[src/mem_bus_pkg.sv]
package mem_bus_pkg;

  // one line per address, lines are a single word
  typedef logic [63:0] addr_t;

  // line payload
  typedef logic [63:0] word_t;

  // memory transaction tag
  // zero on the response means the request was refused
  // zero on the tag means no data this cycle
  typedef logic [3:0] mem_tag_t;

  // processor to memory command
  typedef enum logic [1:0] {
    bus_none  = 2'd0,
    bus_load  = 2'd1,
    bus_store = 2'd2
  } bus_cmd_e;

  // a request is taken in the cycle where the command is not bus_none
  // and the response is nonzero; the response value is the tag
  // that later comes back with the load data

endpackage

[src/mshr_pkg.sv]
package mshr_pkg;

  // kind of miss, decoded from the bus command
  typedef enum logic {
    kind_load  = 1'b0,
    kind_store = 1'b1
  } miss_kind_e;

  // life of one entry
  typedef enum logic [1:0] {
    st_waiting     = 2'd0,
    st_in_progress = 2'd1,
    st_done        = 2'd2
  } entry_state_e;

  // one miss from the cache, 130 bits
  typedef struct packed {
    mem_bus_pkg::addr_t    addr;
    mem_bus_pkg::word_t    data;
    mem_bus_pkg::bus_cmd_e command;
  } miss_req_t;

  // up to three misses in age order, oldest in slot 0
  typedef struct packed {
    logic [1:0]      count;
    miss_req_t [2:0] slot;
  } miss_group_t;

  // one queue entry
  typedef struct packed {
    logic                  valid;
    entry_state_e          state;
    mem_bus_pkg::bus_cmd_e command;
    mem_bus_pkg::mem_tag_t mem_tag;
    mem_bus_pkg::addr_t    addr;
    mem_bus_pkg::word_t    data;
  } mshr_entry_t;

endpackage

[src/miss_order.sv]
`timescale 1ns/1ps

module miss_order (
  input  logic                      clock,
  input  logic                      reset,
  input  logic [2:0]                miss_en,
  input  mshr_pkg::miss_req_t [2:0] miss_req,
  output mshr_pkg::miss_group_t     miss_group
);

  mshr_pkg::miss_group_t packed_group;

  // squeeze the enabled slots toward slot 0
  // a lower input slot is older in program order, so order is kept
  always_comb begin
    logic [1:0] n;
    n = '0;
    packed_group = '0;
    for (int i = 0; i < 3; i++) begin
      if (miss_en[i]) begin
        packed_group.slot[n] = miss_req[i];
        n = n + 2'd1;
      end
    end
    packed_group.count = n;
  end

  // count is the only control here
  always_ff @(posedge clock) begin
    if (reset) begin
      miss_group.count <= '0;
    end else begin
      miss_group.count <= packed_group.count;
    end
  end

  // slots past count are don't care downstream
  always_ff @(posedge clock) begin
    miss_group.slot <= packed_group.slot;
  end

endmodule

[config.mk]
export PLATFORM = sky130hd
export DESIGN_NAME = miss_order
export DESIGN_NICKNAME = d
export VERILOG_FILES = /design/src/mem_bus_pkg.sv /design/src/mshr_pkg.sv /design/src/miss_order.sv
export SDC_FILE = /design/constraint.sdc
export NUM_CORES = 1
export LEC_CHECK = 0
export ABC_AREA = 1
export ABC_CLOCK_PERIOD_IN_PS = 1700
export BUFFER_PORTS_ARGS = -buffer_cell sky130_fd_sc_hd__buf_4
export CORE_AREA = 2 2 309 311
export DETAILED_ROUTE_END_ITERATION = 6
export DIE_AREA = 0 0 311 313
export GPL_ROUTABILITY_DRIVEN = 0
export MAX_ROUTING_LAYER = met4
export PLACE_DENSITY = 0.34
export SETUP_SLACK_MARGIN = 0.1
export SYNTH_ARGS = -nofsm -noshare
export SYNTH_HDL_FRONTEND = slang
export SYNTH_SLANG_ARGS = --single-unit
[constraint.sdc]
create_clock -name clock -period 1.7 [get_ports clock]
set_input_delay 0.17 -clock clock [delete_from_list [all_inputs] [get_ports clock]]
set_output_delay 0.17 -clock clock [all_outputs]
set_load 0.02 [all_outputs]
# After elaboration in Yosys (flattened, before gate mapping)
# Cells that the tools add are included.
# op_classes
n_addsub	2
magnitude_cmp	4
muxes	12
n_reduce_logical	2
# op_table
op	n
$bwmux 390	2
$mux 390	2
$demux 130 s2	2
$mux 130	3
$lt 2x3->1 const B	2
$add 2x1->2 const B	2
$ge 2x1->1 const B	2
$mux 2	2
$logic_and 1x1->1	2
$mux 1	1
# totals
regBits	392
inputBits	395
out_inout_bits	392
wordCells	30

# Longest topological paths before layout
# Gate-level depths: netlist of the first run.
# depth
word_depth	9
ltp_mapped	10
mapped_depth_nobuf	6

# Least setup slack after synthesis of the first run
# Ideal clock, no wire load.
# synth_path
kind	input to register
from	in miss_en[1]
to	reg miss_group[241] (netlist name)
setup_ns	0.128
arrival_ns	1.608
required_ns	1.572
slack_ns	-0.036
stages	8
path_buffers	4
path_cell_list	clkbuf_1 -> buf_2 -> inv_1 -> ha_1 -> nand2_1 -> buf_2 -> buf_1 -> o22ai_1
# synth_rtl
element	line	text
start, declared	miss_order.sv:6	input logic [2:0] miss_en,
end, declared	miss_order.sv:8	output mshr_pkg::miss_group_t miss_group

==> metrics.md, run 1 <==
| Metric | Value |
|---|---|
| Outcome | `completed` |
| Post-Syn Instances | `1840` |
| Layout Nets | `3409` |
| Fin area | `27600 um2` |
| Setup crit end | `miss_group[148]$_DFF_P_` |
| Top flop regs | `miss_group: 392 flops` |
| Rel. slew slack | `56.6%` |
| CP Cell Sequence | `clkbuf_8 > inv_1 > ha_1 > nand2_8 > buf_12 > buf_4 > nand4_1 > o21ai_0 > dlygate4sd3_1` |
| Total number of vias | `16700` |
| Most common cell after layout, fill and taps aside | `buf_4` |
| Starting Density | `15.0%` |
| Total global routing overflow | `0` |
| First-pass DRT Iterations | `5` |
| Worst Path Arrival | `1990 ps` |
| Synth top area cells | `dfxtp_1 (56%), nor2_1 (9.6%), nand2_1 (7.9%), inv_1 (6.1%), nand4_1 (4.3%)` |
| Clock sink total | `392` |
| Critical Path Max Stage Delay | `560 ps` |
| Final max-slew violation count | `0` |
| Yosys top cell area share | `55.6%` |
| Flops & latches, synth | `392` |
| Slowest cell on the critical path | `dlygate4sd3_1` |
| Min-Delay Path Class | `in2reg` |
| Yosys Warn Count | `0` |
| Maxcap violations | `0` |
| Leakage | `13.7 nW` |
| P&R area growth vs syn | `95.9%` |
| CP startpoint | `miss_en[1]` |
| Die ar. | `97300 um2` |
| Final setup vio count | `0` |
| Routed vias/inst | `3.86` |
| All-layer global routing usage | `15.7%` |
| Pre-CTS WS | `34.3 ps` |
| Actual slew at the worst max-slew pin | `651 ps` |
| Tmin final | `1520 ps` |
| Vias in the first global route | `18000` |
| Drt wl/cell | `17.8 um` |
| CP Data Required Time | `2170 ps` |
| Area leader, netlist | `dfxtp_1` |
| Commonest non-fill, non-tap cells in the layout | `buf_4 (820), dlygate4sd3_1 (399), dfxtp_1 (392)` |
| Peak supply drop | `662 uV` |
| Dpl cell area | `21900 um2` |
| Critical path type | `in2reg` |
| Syn nets | `2239` |
| WL final | `77.0 mm` |
| Largest Register | `miss_group` |
| Synth unique cells | `18` |
| I/O Buffers | `786` |
| Final Hold Vio Count | `0` |
| Register area share after synthesis | `55.6%` |
| Chip width | `311 um` |
| DRC viols | `0` |
| Fmax | `657 MHz` |
| Cts bufs inserted | `52` |
| Row count | `113` |
| CP Capture Type | `register` |
| Footprint of the multi-input gates | `4850 um2` |
| Root Driver | `clkbuf_16` |
| CTS tree | `done` |
| Post-Syn Area | `14100 um2` |
| Htree depth | `2` |
| Antenna Nets Post-Route | `0` |
| Number of I/O pins | `787` |
| Worst setup margin | `179 ps` |
| HPWL Detailed | `57.1 mm` |
| Proportion of layout cells with a drive suffix above 1 | `30.8%` |
| Global-route wire length before repair | `113 mm` |
| Core ar. | `94200 um2` |
| Buffer count from post-CTS setup fixing | `0` |
| FF+latch area | `7850 um2` |
| Starting DRC count in detailed routing | `836` |
| Tcrit/Tclk final | `89.5%` |
| CTS Buffer Depth | `3` |
| Pwr dens | `969 nW/um2` |
| Max reg flops | `392` |
| Synthesized area per cell | `7.67 um2` |
| Critical Path Source Type | `input pin` |
| Largest net degree at the start of global routing | `98` |
| FILL cells | `10300` |
| Clk slew on worst S/H paths | `60 ps` |
| DIE HEIGHT | `313 um` |
| RSZ-0062 raised after global routing | `false` |
| Critical path fanouts, max | `28` |
| Fin Setup TNS | `0 ps` |
| Initial antenna violation count | `3` |
stage by stage:
stage          total power, W  std cells  util (%)  hold WS (ps)
6_report               0.0268       4316      29.3          73.1
3_5_place_dp           0.0149       3822      23.3           359
5_1_grt                0.0280       4316      29.3          44.2
2_1_floorplan          0.0122       1840         -           246
4_1_cts                0.0273       4315      29.3          9.76
3_3_place_gp           0.0149       3822      23.3           365
layout make-up:
class	instances	area share [%]
timing repair buffer	1250	38.9
tap	1265	5.73
antenna	1	0.00906
clock inverter	21	0.847
sequential	392	28.4
clock buffer	73	5.43
multi-input combinational	1085	17.5
inverter	229	3.12
routing by layer:
layer / part of all wire (%) / GRT usage (%)
met2: 50 / 27.1
met1: 39 / 16.9
met5: 0 / -
met3: 7.4 / 4.61
met4: 3.7 / 5.82
synth_stat cells, drive strengths merged:
cell and count:
ha 4, clkbuf 57, nand4 96, nand3 97, buf 77, a211oi 1, o21ai 96, nand2 298
dfxtp 392, a21oi 97, inv 229, nor3b 1, o22ai 34, nor2 361
power by group:
group          switching, W  internal (W)
clock               0.00447       0.00676
sequential         0.000226       0.00984
combinational       0.00281       0.00268
total               0.00751        0.0193
how the worst min path moves through the flow:
stage | startpoint | to | depth (start not counted)
finish | miss_req[44] | miss_group[44]$_DFF_P_ | 6
CTS | miss_req[43] | miss_group[43]$_DFF_P_ | 5
detailed placement | reset | miss_group[390]$_SDFF_PP0_ | 2
floorplan | reset | miss_group[390]$_SDFF_PP0_ | 1
global placement | reset | miss_group[390]$_SDFF_PP0_ | 2
global route | miss_req[43] | miss_group[43]$_DFF_P_ | 5
cell families after synthesis:
logic type,after synthesis,synth area share (%)
simple gates,853,25.3
flops,392,55.6
buf+inv,363,10.3
compound gates,228,8.41
fa+ha+maj,4,0.355
worst max-delay path, delay by kind of cell:
family	cells	cell delay [ps]
AOI/OAI and AO/OA	1	90
buffers and inverters	5	1100
and+or+nand+nor	2	230
adders and majority gates	1	380
timing repair:
action / CTS / global route
hold endpoints to repair: 392 / 0
gates resized for setup: 0 / 1
hold buffers: 399 / 0
setup endpoints to repair: 0 / 2
(Power assumes the default switching activity.)
==> inputs of run 2 (changes only) <==
--- a/config.mk
+++ b/config.mk
@@ -14,6 +14,7 @@
 export GPL_ROUTABILITY_DRIVEN = 0
 export MAX_ROUTING_LAYER = met4
 export PLACE_DENSITY = 0.34
+export RECOVER_POWER = 25
 export SETUP_SLACK_MARGIN = 0.1
 export SYNTH_ARGS = -nofsm -noshare
 export SYNTH_HDL_FRONTEND = slang
==> metrics.md, run 2 (same netlist as run 1, synthesis figures left out) <==
| Metric | Value |
|---|---|
| Critical Path Source Type | `input pin (unchanged)` |
| WL final | `77.0 mm (about the same)` |
| Starting Density | `15.0% (unchanged)` |
| Cells after DPL | `3822 (unchanged)` |
| Commonest non-fill, non-tap cells in the layout | `buf_4 (808), dlygate4sd3_1 (399), dfxtp_1 (392) (was buf_4 (820), dlygate4sd3_1 (399), dfxtp_1 (392))` |
| Layout Nets | `3409 (unchanged)` |
| Fin cells | `4316 (unchanged)` |
| DIE HEIGHT | `313 um (unchanged)` |
| Actual slew at the worst max-slew pin | `1000 ps (was 651 ps)` |
| Leakage | `13.7 nW (about the same)` |
| Antenna Nets Post-Route | `0 (unchanged)` |
| Largest Register | `miss_group (unchanged)` |
| HPWL Detailed | `57.1 mm (unchanged)` |
| I/O Buffers | `786 (unchanged)` |
| Rel. slew slack | `33.3% (was 56.6%)` |
| Most common cell after layout, fill and taps aside | `buf_4 (unchanged)` |
| Root Driver | `clkbuf_16 (unchanged)` |
| Min-Delay Path Class | `in2reg (unchanged)` |
| All-layer global routing usage | `15.7% (unchanged)` |
| Buffer count from post-CTS setup fixing | `0 (unchanged)` |
| Chip width | `311 um (unchanged)` |
| Maxcap violations | `0 (unchanged)` |
| Design Power | `0.0268 W (about the same)` |
| Routed vias/inst | `3.86 (about the same)` |
| Final max-slew violation count | `0 (unchanged)` |
| Sequential share of power | `37.6% (about the same)` |
| Drt wl/cell | `17.8 um (about the same)` |
| Worst Path Arrival | `2020 ps (was 1990 ps)` |
| Clock power share | `42.0% (was 41.9%)` |
| Fmax | `653 MHz (was 657 MHz)` |
| Max reg flops | `392 (unchanged)` |
| Largest net degree at the start of global routing | `98 (unchanged)` |
| Critical path fanouts, max | `20 (was 28)` |
| Switch Pwr | `0.00751 W (about the same)` |
| Die ar. | `97300 um2 (unchanged)` |
| Final setup vio count | `0 (unchanged)` |
| Number of I/O pins | `787 (unchanged)` |
| Fin area | `27500 um2 (was 27600 um2)` |
| CP Data Required Time | `2190 ps (was 2170 ps)` |
| P&R area growth vs syn | `95.1% (was 95.9%)` |
| Peak supply drop | `662 uV (about the same)` |
| First-pass DRT Iterations | `5 (unchanged)` |
| Top flop regs | `miss_group: 392 flops (unchanged)` |
| DRC viols | `0 (unchanged)` |
| Core ar. | `94200 um2 (unchanged)` |
| Internal power | `0.0193 W (about the same)` |
| CTS Buffer Depth | `3 (unchanged)` |
| Tcrit/Tclk final | `90.1% (was 89.5%)` |
| Initial antenna violation count | `3 (unchanged)` |
| Critical path type | `in2reg (unchanged)` |
| Clk slew on worst S/H paths | `60 ps (about the same)` |
| Total global routing overflow | `0 (unchanged)` |
| Dpl cell area | `21900 um2 (unchanged)` |
| Htree depth | `2 (unchanged)` |
| CP Capture Type | `register (unchanged)` |
| Cts bufs inserted | `52 (unchanged)` |
| Clock sink total | `392 (unchanged)` |
| Proportion of layout cells with a drive suffix above 1 | `30.3% (was 30.8%)` |
| Outcome | `completed (unchanged)` |
| Global-route wire length before repair | `113 mm (unchanged)` |
| CTS tree | `done (unchanged)` |
| Final Hold Vio Count | `0 (unchanged)` |
| Fin Setup TNS | `0 ps (unchanged)` |
| Row count | `113 (unchanged)` |
| Final hold slack | `74.6 ps (was 73.1 ps)` |
| Tmin final | `1530 ps (was 1520 ps)` |
| Total number of vias | `16700 (about the same)` |
| Combinational power share | `20.4% (was 20.5%)` |
| RSZ-0062 raised after global routing | `false (unchanged)` |
| Starting DRC count in detailed routing | `874 (was 836)` |
| Switching part of the total | `28.1% (was 28.0%)` |
| Pwr dens | `972 nW/um2 (was 969 nW/um2)` |
| Vias in the first global route | `18000 (unchanged)` |
[run 2: cell types whose count changed in the layout (fill, tap and decap cells not counted)]
cell	previous run	this run
clkbuf_1	10	24
nand2_1	294	295
nand2_2	1	0
buf_4	820	808
clkbuf_2	0	1
buf_12	29	25
dlymetal6s2s_1	0	1
[run 2: metal layers]
metal | GRT usage (%) | vias up | wire length (um)
met4 | 5.82 | 0 | 2870
met3 | 4.61 | 126 | 5740
met5 | - | - | 0
met1 | 16.9 | 7830 | 30200
met2 | 27.1 | 585 | 38200
li1 | - | 8134 | -
[run 2: path summary, 6_finish.rpt]
kind | startpoint | end | slack [ps] | depth (start not counted)
setup / recovery | miss_en[1] | miss_group[257]$_DFF_P_ | 170 | 8
hold / removal | miss_req[44] | miss_group[44]$_DFF_P_ | 70 | 6
[run 2: power groups by stage]
stage / clock (W) / combinational (W) / sequential [W]
floorplan: 0 / 0.00113 / 0.0110
finish: 0.0112 / 0.00546 / 0.0101
global placement: 0 / 0.00461 / 0.0103
global route: 0.0120 / 0.00589 / 0.0101
CTS: 0.0117 / 0.00555 / 0.0101
detailed placement: 0 / 0.00462 / 0.0103
[run 2: worst max-delay path: stages]
cell            delay, ps
clkbuf_8              100
inv_1                  50
ha_1                  380
nand2_8               170
nand2_1               130
dlymetal6s2s_1        690
o22ai_1               150
buf_4                 170
[run 2: stage by stage]
step	worst slack [ps]	utilization, %
6_report	169	29.2
5_1_grt	59.1	29.2
4_1_cts	174	29.3
3_5_place_dp	34.3	23.3
3_3_place_gp	43.2	23.3
2_1_floorplan	130	-
[run 2: area by class of cell]
class / instances / area, um2
Timing Repair Buffer: 1250 / 10700
Multi-Input combinational cell: 1085 / 4840
Tap cell: 1265 / 1580
Antenna cell: 1 / 2.50
Clock buffer: 73 / 1500
Inverter: 229 / 862
Fill cell: 10300 / 66600
Clock inverter: 21 / 234
Sequential cell: 392 / 7850
[run 2: timing repair]
item,in CTS,in global routing
setup endpoints to repair,0,2
endpoints found under the hold margin,392,0
resized for setup,0,1
hold buffers,399,0
==> inputs of run 3 (changes only) <==
--- a/config.mk
+++ b/config.mk
@@ -5,12 +5,11 @@
 export SDC_FILE = /design/constraint.sdc
 export NUM_CORES = 1
 export LEC_CHECK = 0
-export ABC_AREA = 1
-export ABC_CLOCK_PERIOD_IN_PS = 1700
+export ABC_CLOCK_PERIOD_IN_PS = 1600
 export BUFFER_PORTS_ARGS = -buffer_cell sky130_fd_sc_hd__buf_4
-export CORE_AREA = 2 2 309 311
+export CORE_AREA = 2 2 308 310
 export DETAILED_ROUTE_END_ITERATION = 6
-export DIE_AREA = 0 0 311 313
+export DIE_AREA = 0 0 310 312
 export GPL_ROUTABILITY_DRIVEN = 0
 export MAX_ROUTING_LAYER = met4
 export PLACE_DENSITY = 0.34
==> constraint.sdc (replaced) <==
create_clock -name clock -period 1.6 [get_ports clock]
set_input_delay 0.16 -clock clock [delete_from_list [all_inputs] [get_ports clock]]
set_output_delay 0.16 -clock clock [all_outputs]
set_load 0.02 [all_outputs]
==> metrics.md, run 3 <==
| Metric | Value |
|---|---|
| CP Capture Type | `register (unchanged)` |
| CTS tree | `done (unchanged)` |
| Final hold slack | `58.5 ps (was 74.6 ps)` |
| All-layer global routing usage | `17.1% (was 15.7%)` |
| Final max-slew violation count | `0 (unchanged)` |
| Core ar. | `93000 um2 (was 94200 um2)` |
| Htree depth | `2 (unchanged)` |
| P&R area growth vs syn | `87.0% (was 95.1%)` |
| Worst path bufs/invs | `4 (unchanged)` |
| CTS Buffer Depth | `3 (unchanged)` |
| Pwr dens | `1030 nW/um2 (was 972 nW/um2)` |
| Synth unique cells | `18 (unchanged)` |
| Commonest non-fill, non-tap cells in the layout | `buf_4 (793), dlygate4sd3_1 (392), dfxtp_1 (392) (was buf_4 (808), dlygate4sd3_1 (399), dfxtp_1 (392))` |
| Tcrit/Tclk final | `91.8%` |
| Proportion of layout cells with a drive suffix above 1 | `36.4% (was 30.3%)` |
| CP Cell Sequence | `buf_8 > dlygate4sd3_1 > inv_4 > ha_4 > nand2_4 > buf_12 > a2bb2oi_1 (was clkbuf_8 > inv_1 > ha_1 > nand2_8 > nand2_1 > dlymetal6s2s_1 > o22ai_1 > buf_4)` |
| FILL cells | `9856 (was 10300)` |
| I/O Buffers | `786 (unchanged)` |
| Critical Path Max Stage Delay | `580 ps (was 690 ps)` |
| Total number of vias | `16200 (was 16700)` |
| Drt wl/cell | `22.3 um (was 17.8 um)` |
| DIE HEIGHT | `312 um (was 313 um)` |
| Largest net degree at the start of global routing | `100 (was 98)` |
| Yosys top cell area share | `52.6% (was 55.6%)` |
| Post-Syn Instances | `1372 (was 1840)` |
| Actual slew at the worst max-slew pin | `930 ps (was 1000 ps)` |
| Yosys Warn Count | `0 (unchanged)` |
| Critical path fanouts, max | `35 (was 20)` |
| Number of I/O pins | `787 (unchanged)` |
| Worst Path Arrival | `1970 ps (was 2020 ps)` |
| EDFF count, synth | `0 (unchanged)` |
| Critical path's top delay family | `buffers and inverters (unchanged)` |
| Global-route wire length before repair | `120 mm (was 113 mm)` |
| Total global routing overflow | `0 (unchanged)` |
| Clk slew on worst S/H paths | `60 ps (about the same)` |
| Most common cell after layout, fill and taps aside | `buf_4 (unchanged)` |
| Async S/R FF share, synth | `0% (unchanged)` |
| Fmax | `681 MHz` |
| Post-Syn Area | `14900 um2 (was 14100 um2)` |
| Most common cell in the synthesized netlist | `dfxtp_1 (unchanged)` |
| Initial antenna violation count | `5 (was 3)` |
| Commonest cells in the netlist | `dfxtp_1 (392), and3_1 (260) (was dfxtp_1 (392), nor2_1 (361), nand2_1 (296))` |
| First-pass DRT Iterations | `5 (unchanged)` |
| # resized after CTS | `0 (unchanged)` |
| Critical Path Source Type | `input pin (unchanged)` |
| Die ar. | `96700 um2 (was 97300 um2)` |
| Most used DFF post-synth | `dfxtp_1 (unchanged)` |
| Chip width | `310 um (was 311 um)` |
| Dpl cell area | `22300 um2 (was 21900 um2)` |
| Starting Density | `16.0% (was 15.0%)` |
| Footprint of the multi-input gates | `6170 um2 (was 4840 um2)` |
| Largest Register | `miss_group (unchanged)` |
| Routed vias/inst | `4.29 (was 3.86)` |
| Final setup vio count | `0 (unchanged)` |
| Final Hold Vio Count | `0 (unchanged)` |
| Antenna Nets Post-Route | `0 (unchanged)` |
| Vias in the first global route | `17700 (was 18000)` |
| Outcome | `completed (unchanged)` |
| RSZ-0062 raised after global routing | `false (unchanged)` |
| Critical path type | `in2reg (unchanged)` |
| Top flop regs | `miss_group: 392 flops (unchanged)` |
| Rel. slew slack | `38.0% (was 33.3%)` |
| Syn nets | `1771 (was 2239)` |
| Leakage | `13.8 nW (was 13.7 nW)` |
| FF+latch area | `7850 um2 (unchanged)` |
| Maxcap violations | `0 (unchanged)` |
| Synth top area cells | `dfxtp_1 (53%), and3_1 (11%), a41o_1 (8.7%), a2bb2oi_1 (7.6%), a22oi_1 (6.5%) (was dfxtp_1 (56%), nor2_1 (9.6%), nand2_1 (7.9%), inv_1 (6.1%), nand4_1 (4.3%))` |
| DRC viols | `0 (unchanged)` |
| Cts bufs inserted | `51 (was 52)` |
| Min-Delay Path Class | `in2reg (unchanged)` |
| Layout Nets | `2872 (was 3409)` |
| Row count | `112 (was 113)` |
| Clock sink total | `392 (unchanged)` |
| HPWL Detailed | `59.3 mm (was 57.1 mm)` |
| WL final | `83.8 mm (was 77.0 mm)` |
| Synthesized area per cell | `10.9 um2 (was 7.67 um2)` |
| Register area share after synthesis | `52.6% (was 55.6%)` |
| Fin area | `27900 um2 (was 27500 um2)` |
| Starting DRC count in detailed routing | `831 (was 874)` |
| Slowest cell on the critical path | `dlygate4sd3_1 (was dlymetal6s2s_1)` |
| Tmin final | `1470 ps` |
| CP Data Required Time | `2100 ps (was 2190 ps)` |
| Root Driver | `clkbuf_16 (unchanged)` |
| Flops & latches, synth | `392 (unchanged)` |
| Peak supply drop | `769 uV (was 662 uV)` |
| Max reg flops | `392 (unchanged)` |
| Area leader, netlist | `dfxtp_1 (unchanged)` |
==> run 3: cell types whose count changed after synthesis, sizes merged, moves of 227 or more <==
cell	delta
and3	+260
nand2	-296
nor2	-360
inv	-227
==> run 3: area by class of cell <==
type	instances	area share (%)
Timing Repair Buffer	1235	37.9
Sequential cell	392	28.1
Multi-Input combinational cell	791	22.1
Tap cell	1254	5.63
Clock buffer	76	5.46
Clock inverter	15	0.660
Inverter	2	0.0359
Antenna cell	2	0.0180
==> run 3: what timing repair did <==
action / 4_1_cts / 5_1_grt
hold buffers: 392 / 0
setup buffers: 0 / 0
setup endpoints to repair: 0 / 0
endpoints found under the hold margin: 392 / 0
==> run 3: kinds of logic (layout without fill, tap and decap cells) <==
group	count (synthesis)	after routing	synth area share, %
flops	392	392	52.6
other cells	0	2	0
buf+inv	189	1328	6.38
fa+ha+maj	4	4	0.336
simple gates	395	395	17.6
compound gates	391	391	22.9
xor+xnor	1	1	0.0588
==> run 3: final timing paths <==
path	start	endpoint	slack, ps	depth (start not counted)
worst max-delay path	miss_en[1]	miss_group[75]$_DFF_P_	130	7
worst min-delay path	miss_en[2]	miss_group[391]$_SDFF_PP0_	60	4
==> run 3: per-stage QoR <==
stage	setup slack, ps	setup TNS, ps	std cells	total power (W)	util [%]
2_1_floorplan	114	0	1372	0.0134	-
3_3_place_gp	-14.0	-14.0	3282	0.0163	24.0
3_5_place_dp	-32.2	-32.2	3282	0.0163	24.0
4_1_cts	141	0	3765	0.0293	30.1
5_1_grt	81.0	0	3767	0.0300	30.0
6_report	131	0	3767	0.0287	30.0
==> run 3: routing by layer <==
layer | up-vias | GRT usage, % | routed length [um] | part of all wire, %
met2 | 542 | 29.6 | 42600 | 51
met5 | - | - | 0 | 0
li1 | 7499 | - | - | -
met1 | 7998 | 19.2 | 33400 | 40
met3 | 126 | 3.89 | 4940 | 5.9
met4 | 0 | 5.78 | 2820 | 3.4
==> run 3: power by group <==
| part | switching (W) | internal, W | leakage [nW] |
|---|---|---|---|
| sequential | 0.000224 | 0.0105 | 3.25 |
| combinational | 0.00314 | 0.00301 | 9.71 |
| clock | 0.00473 | 0.00718 | 0.839 |
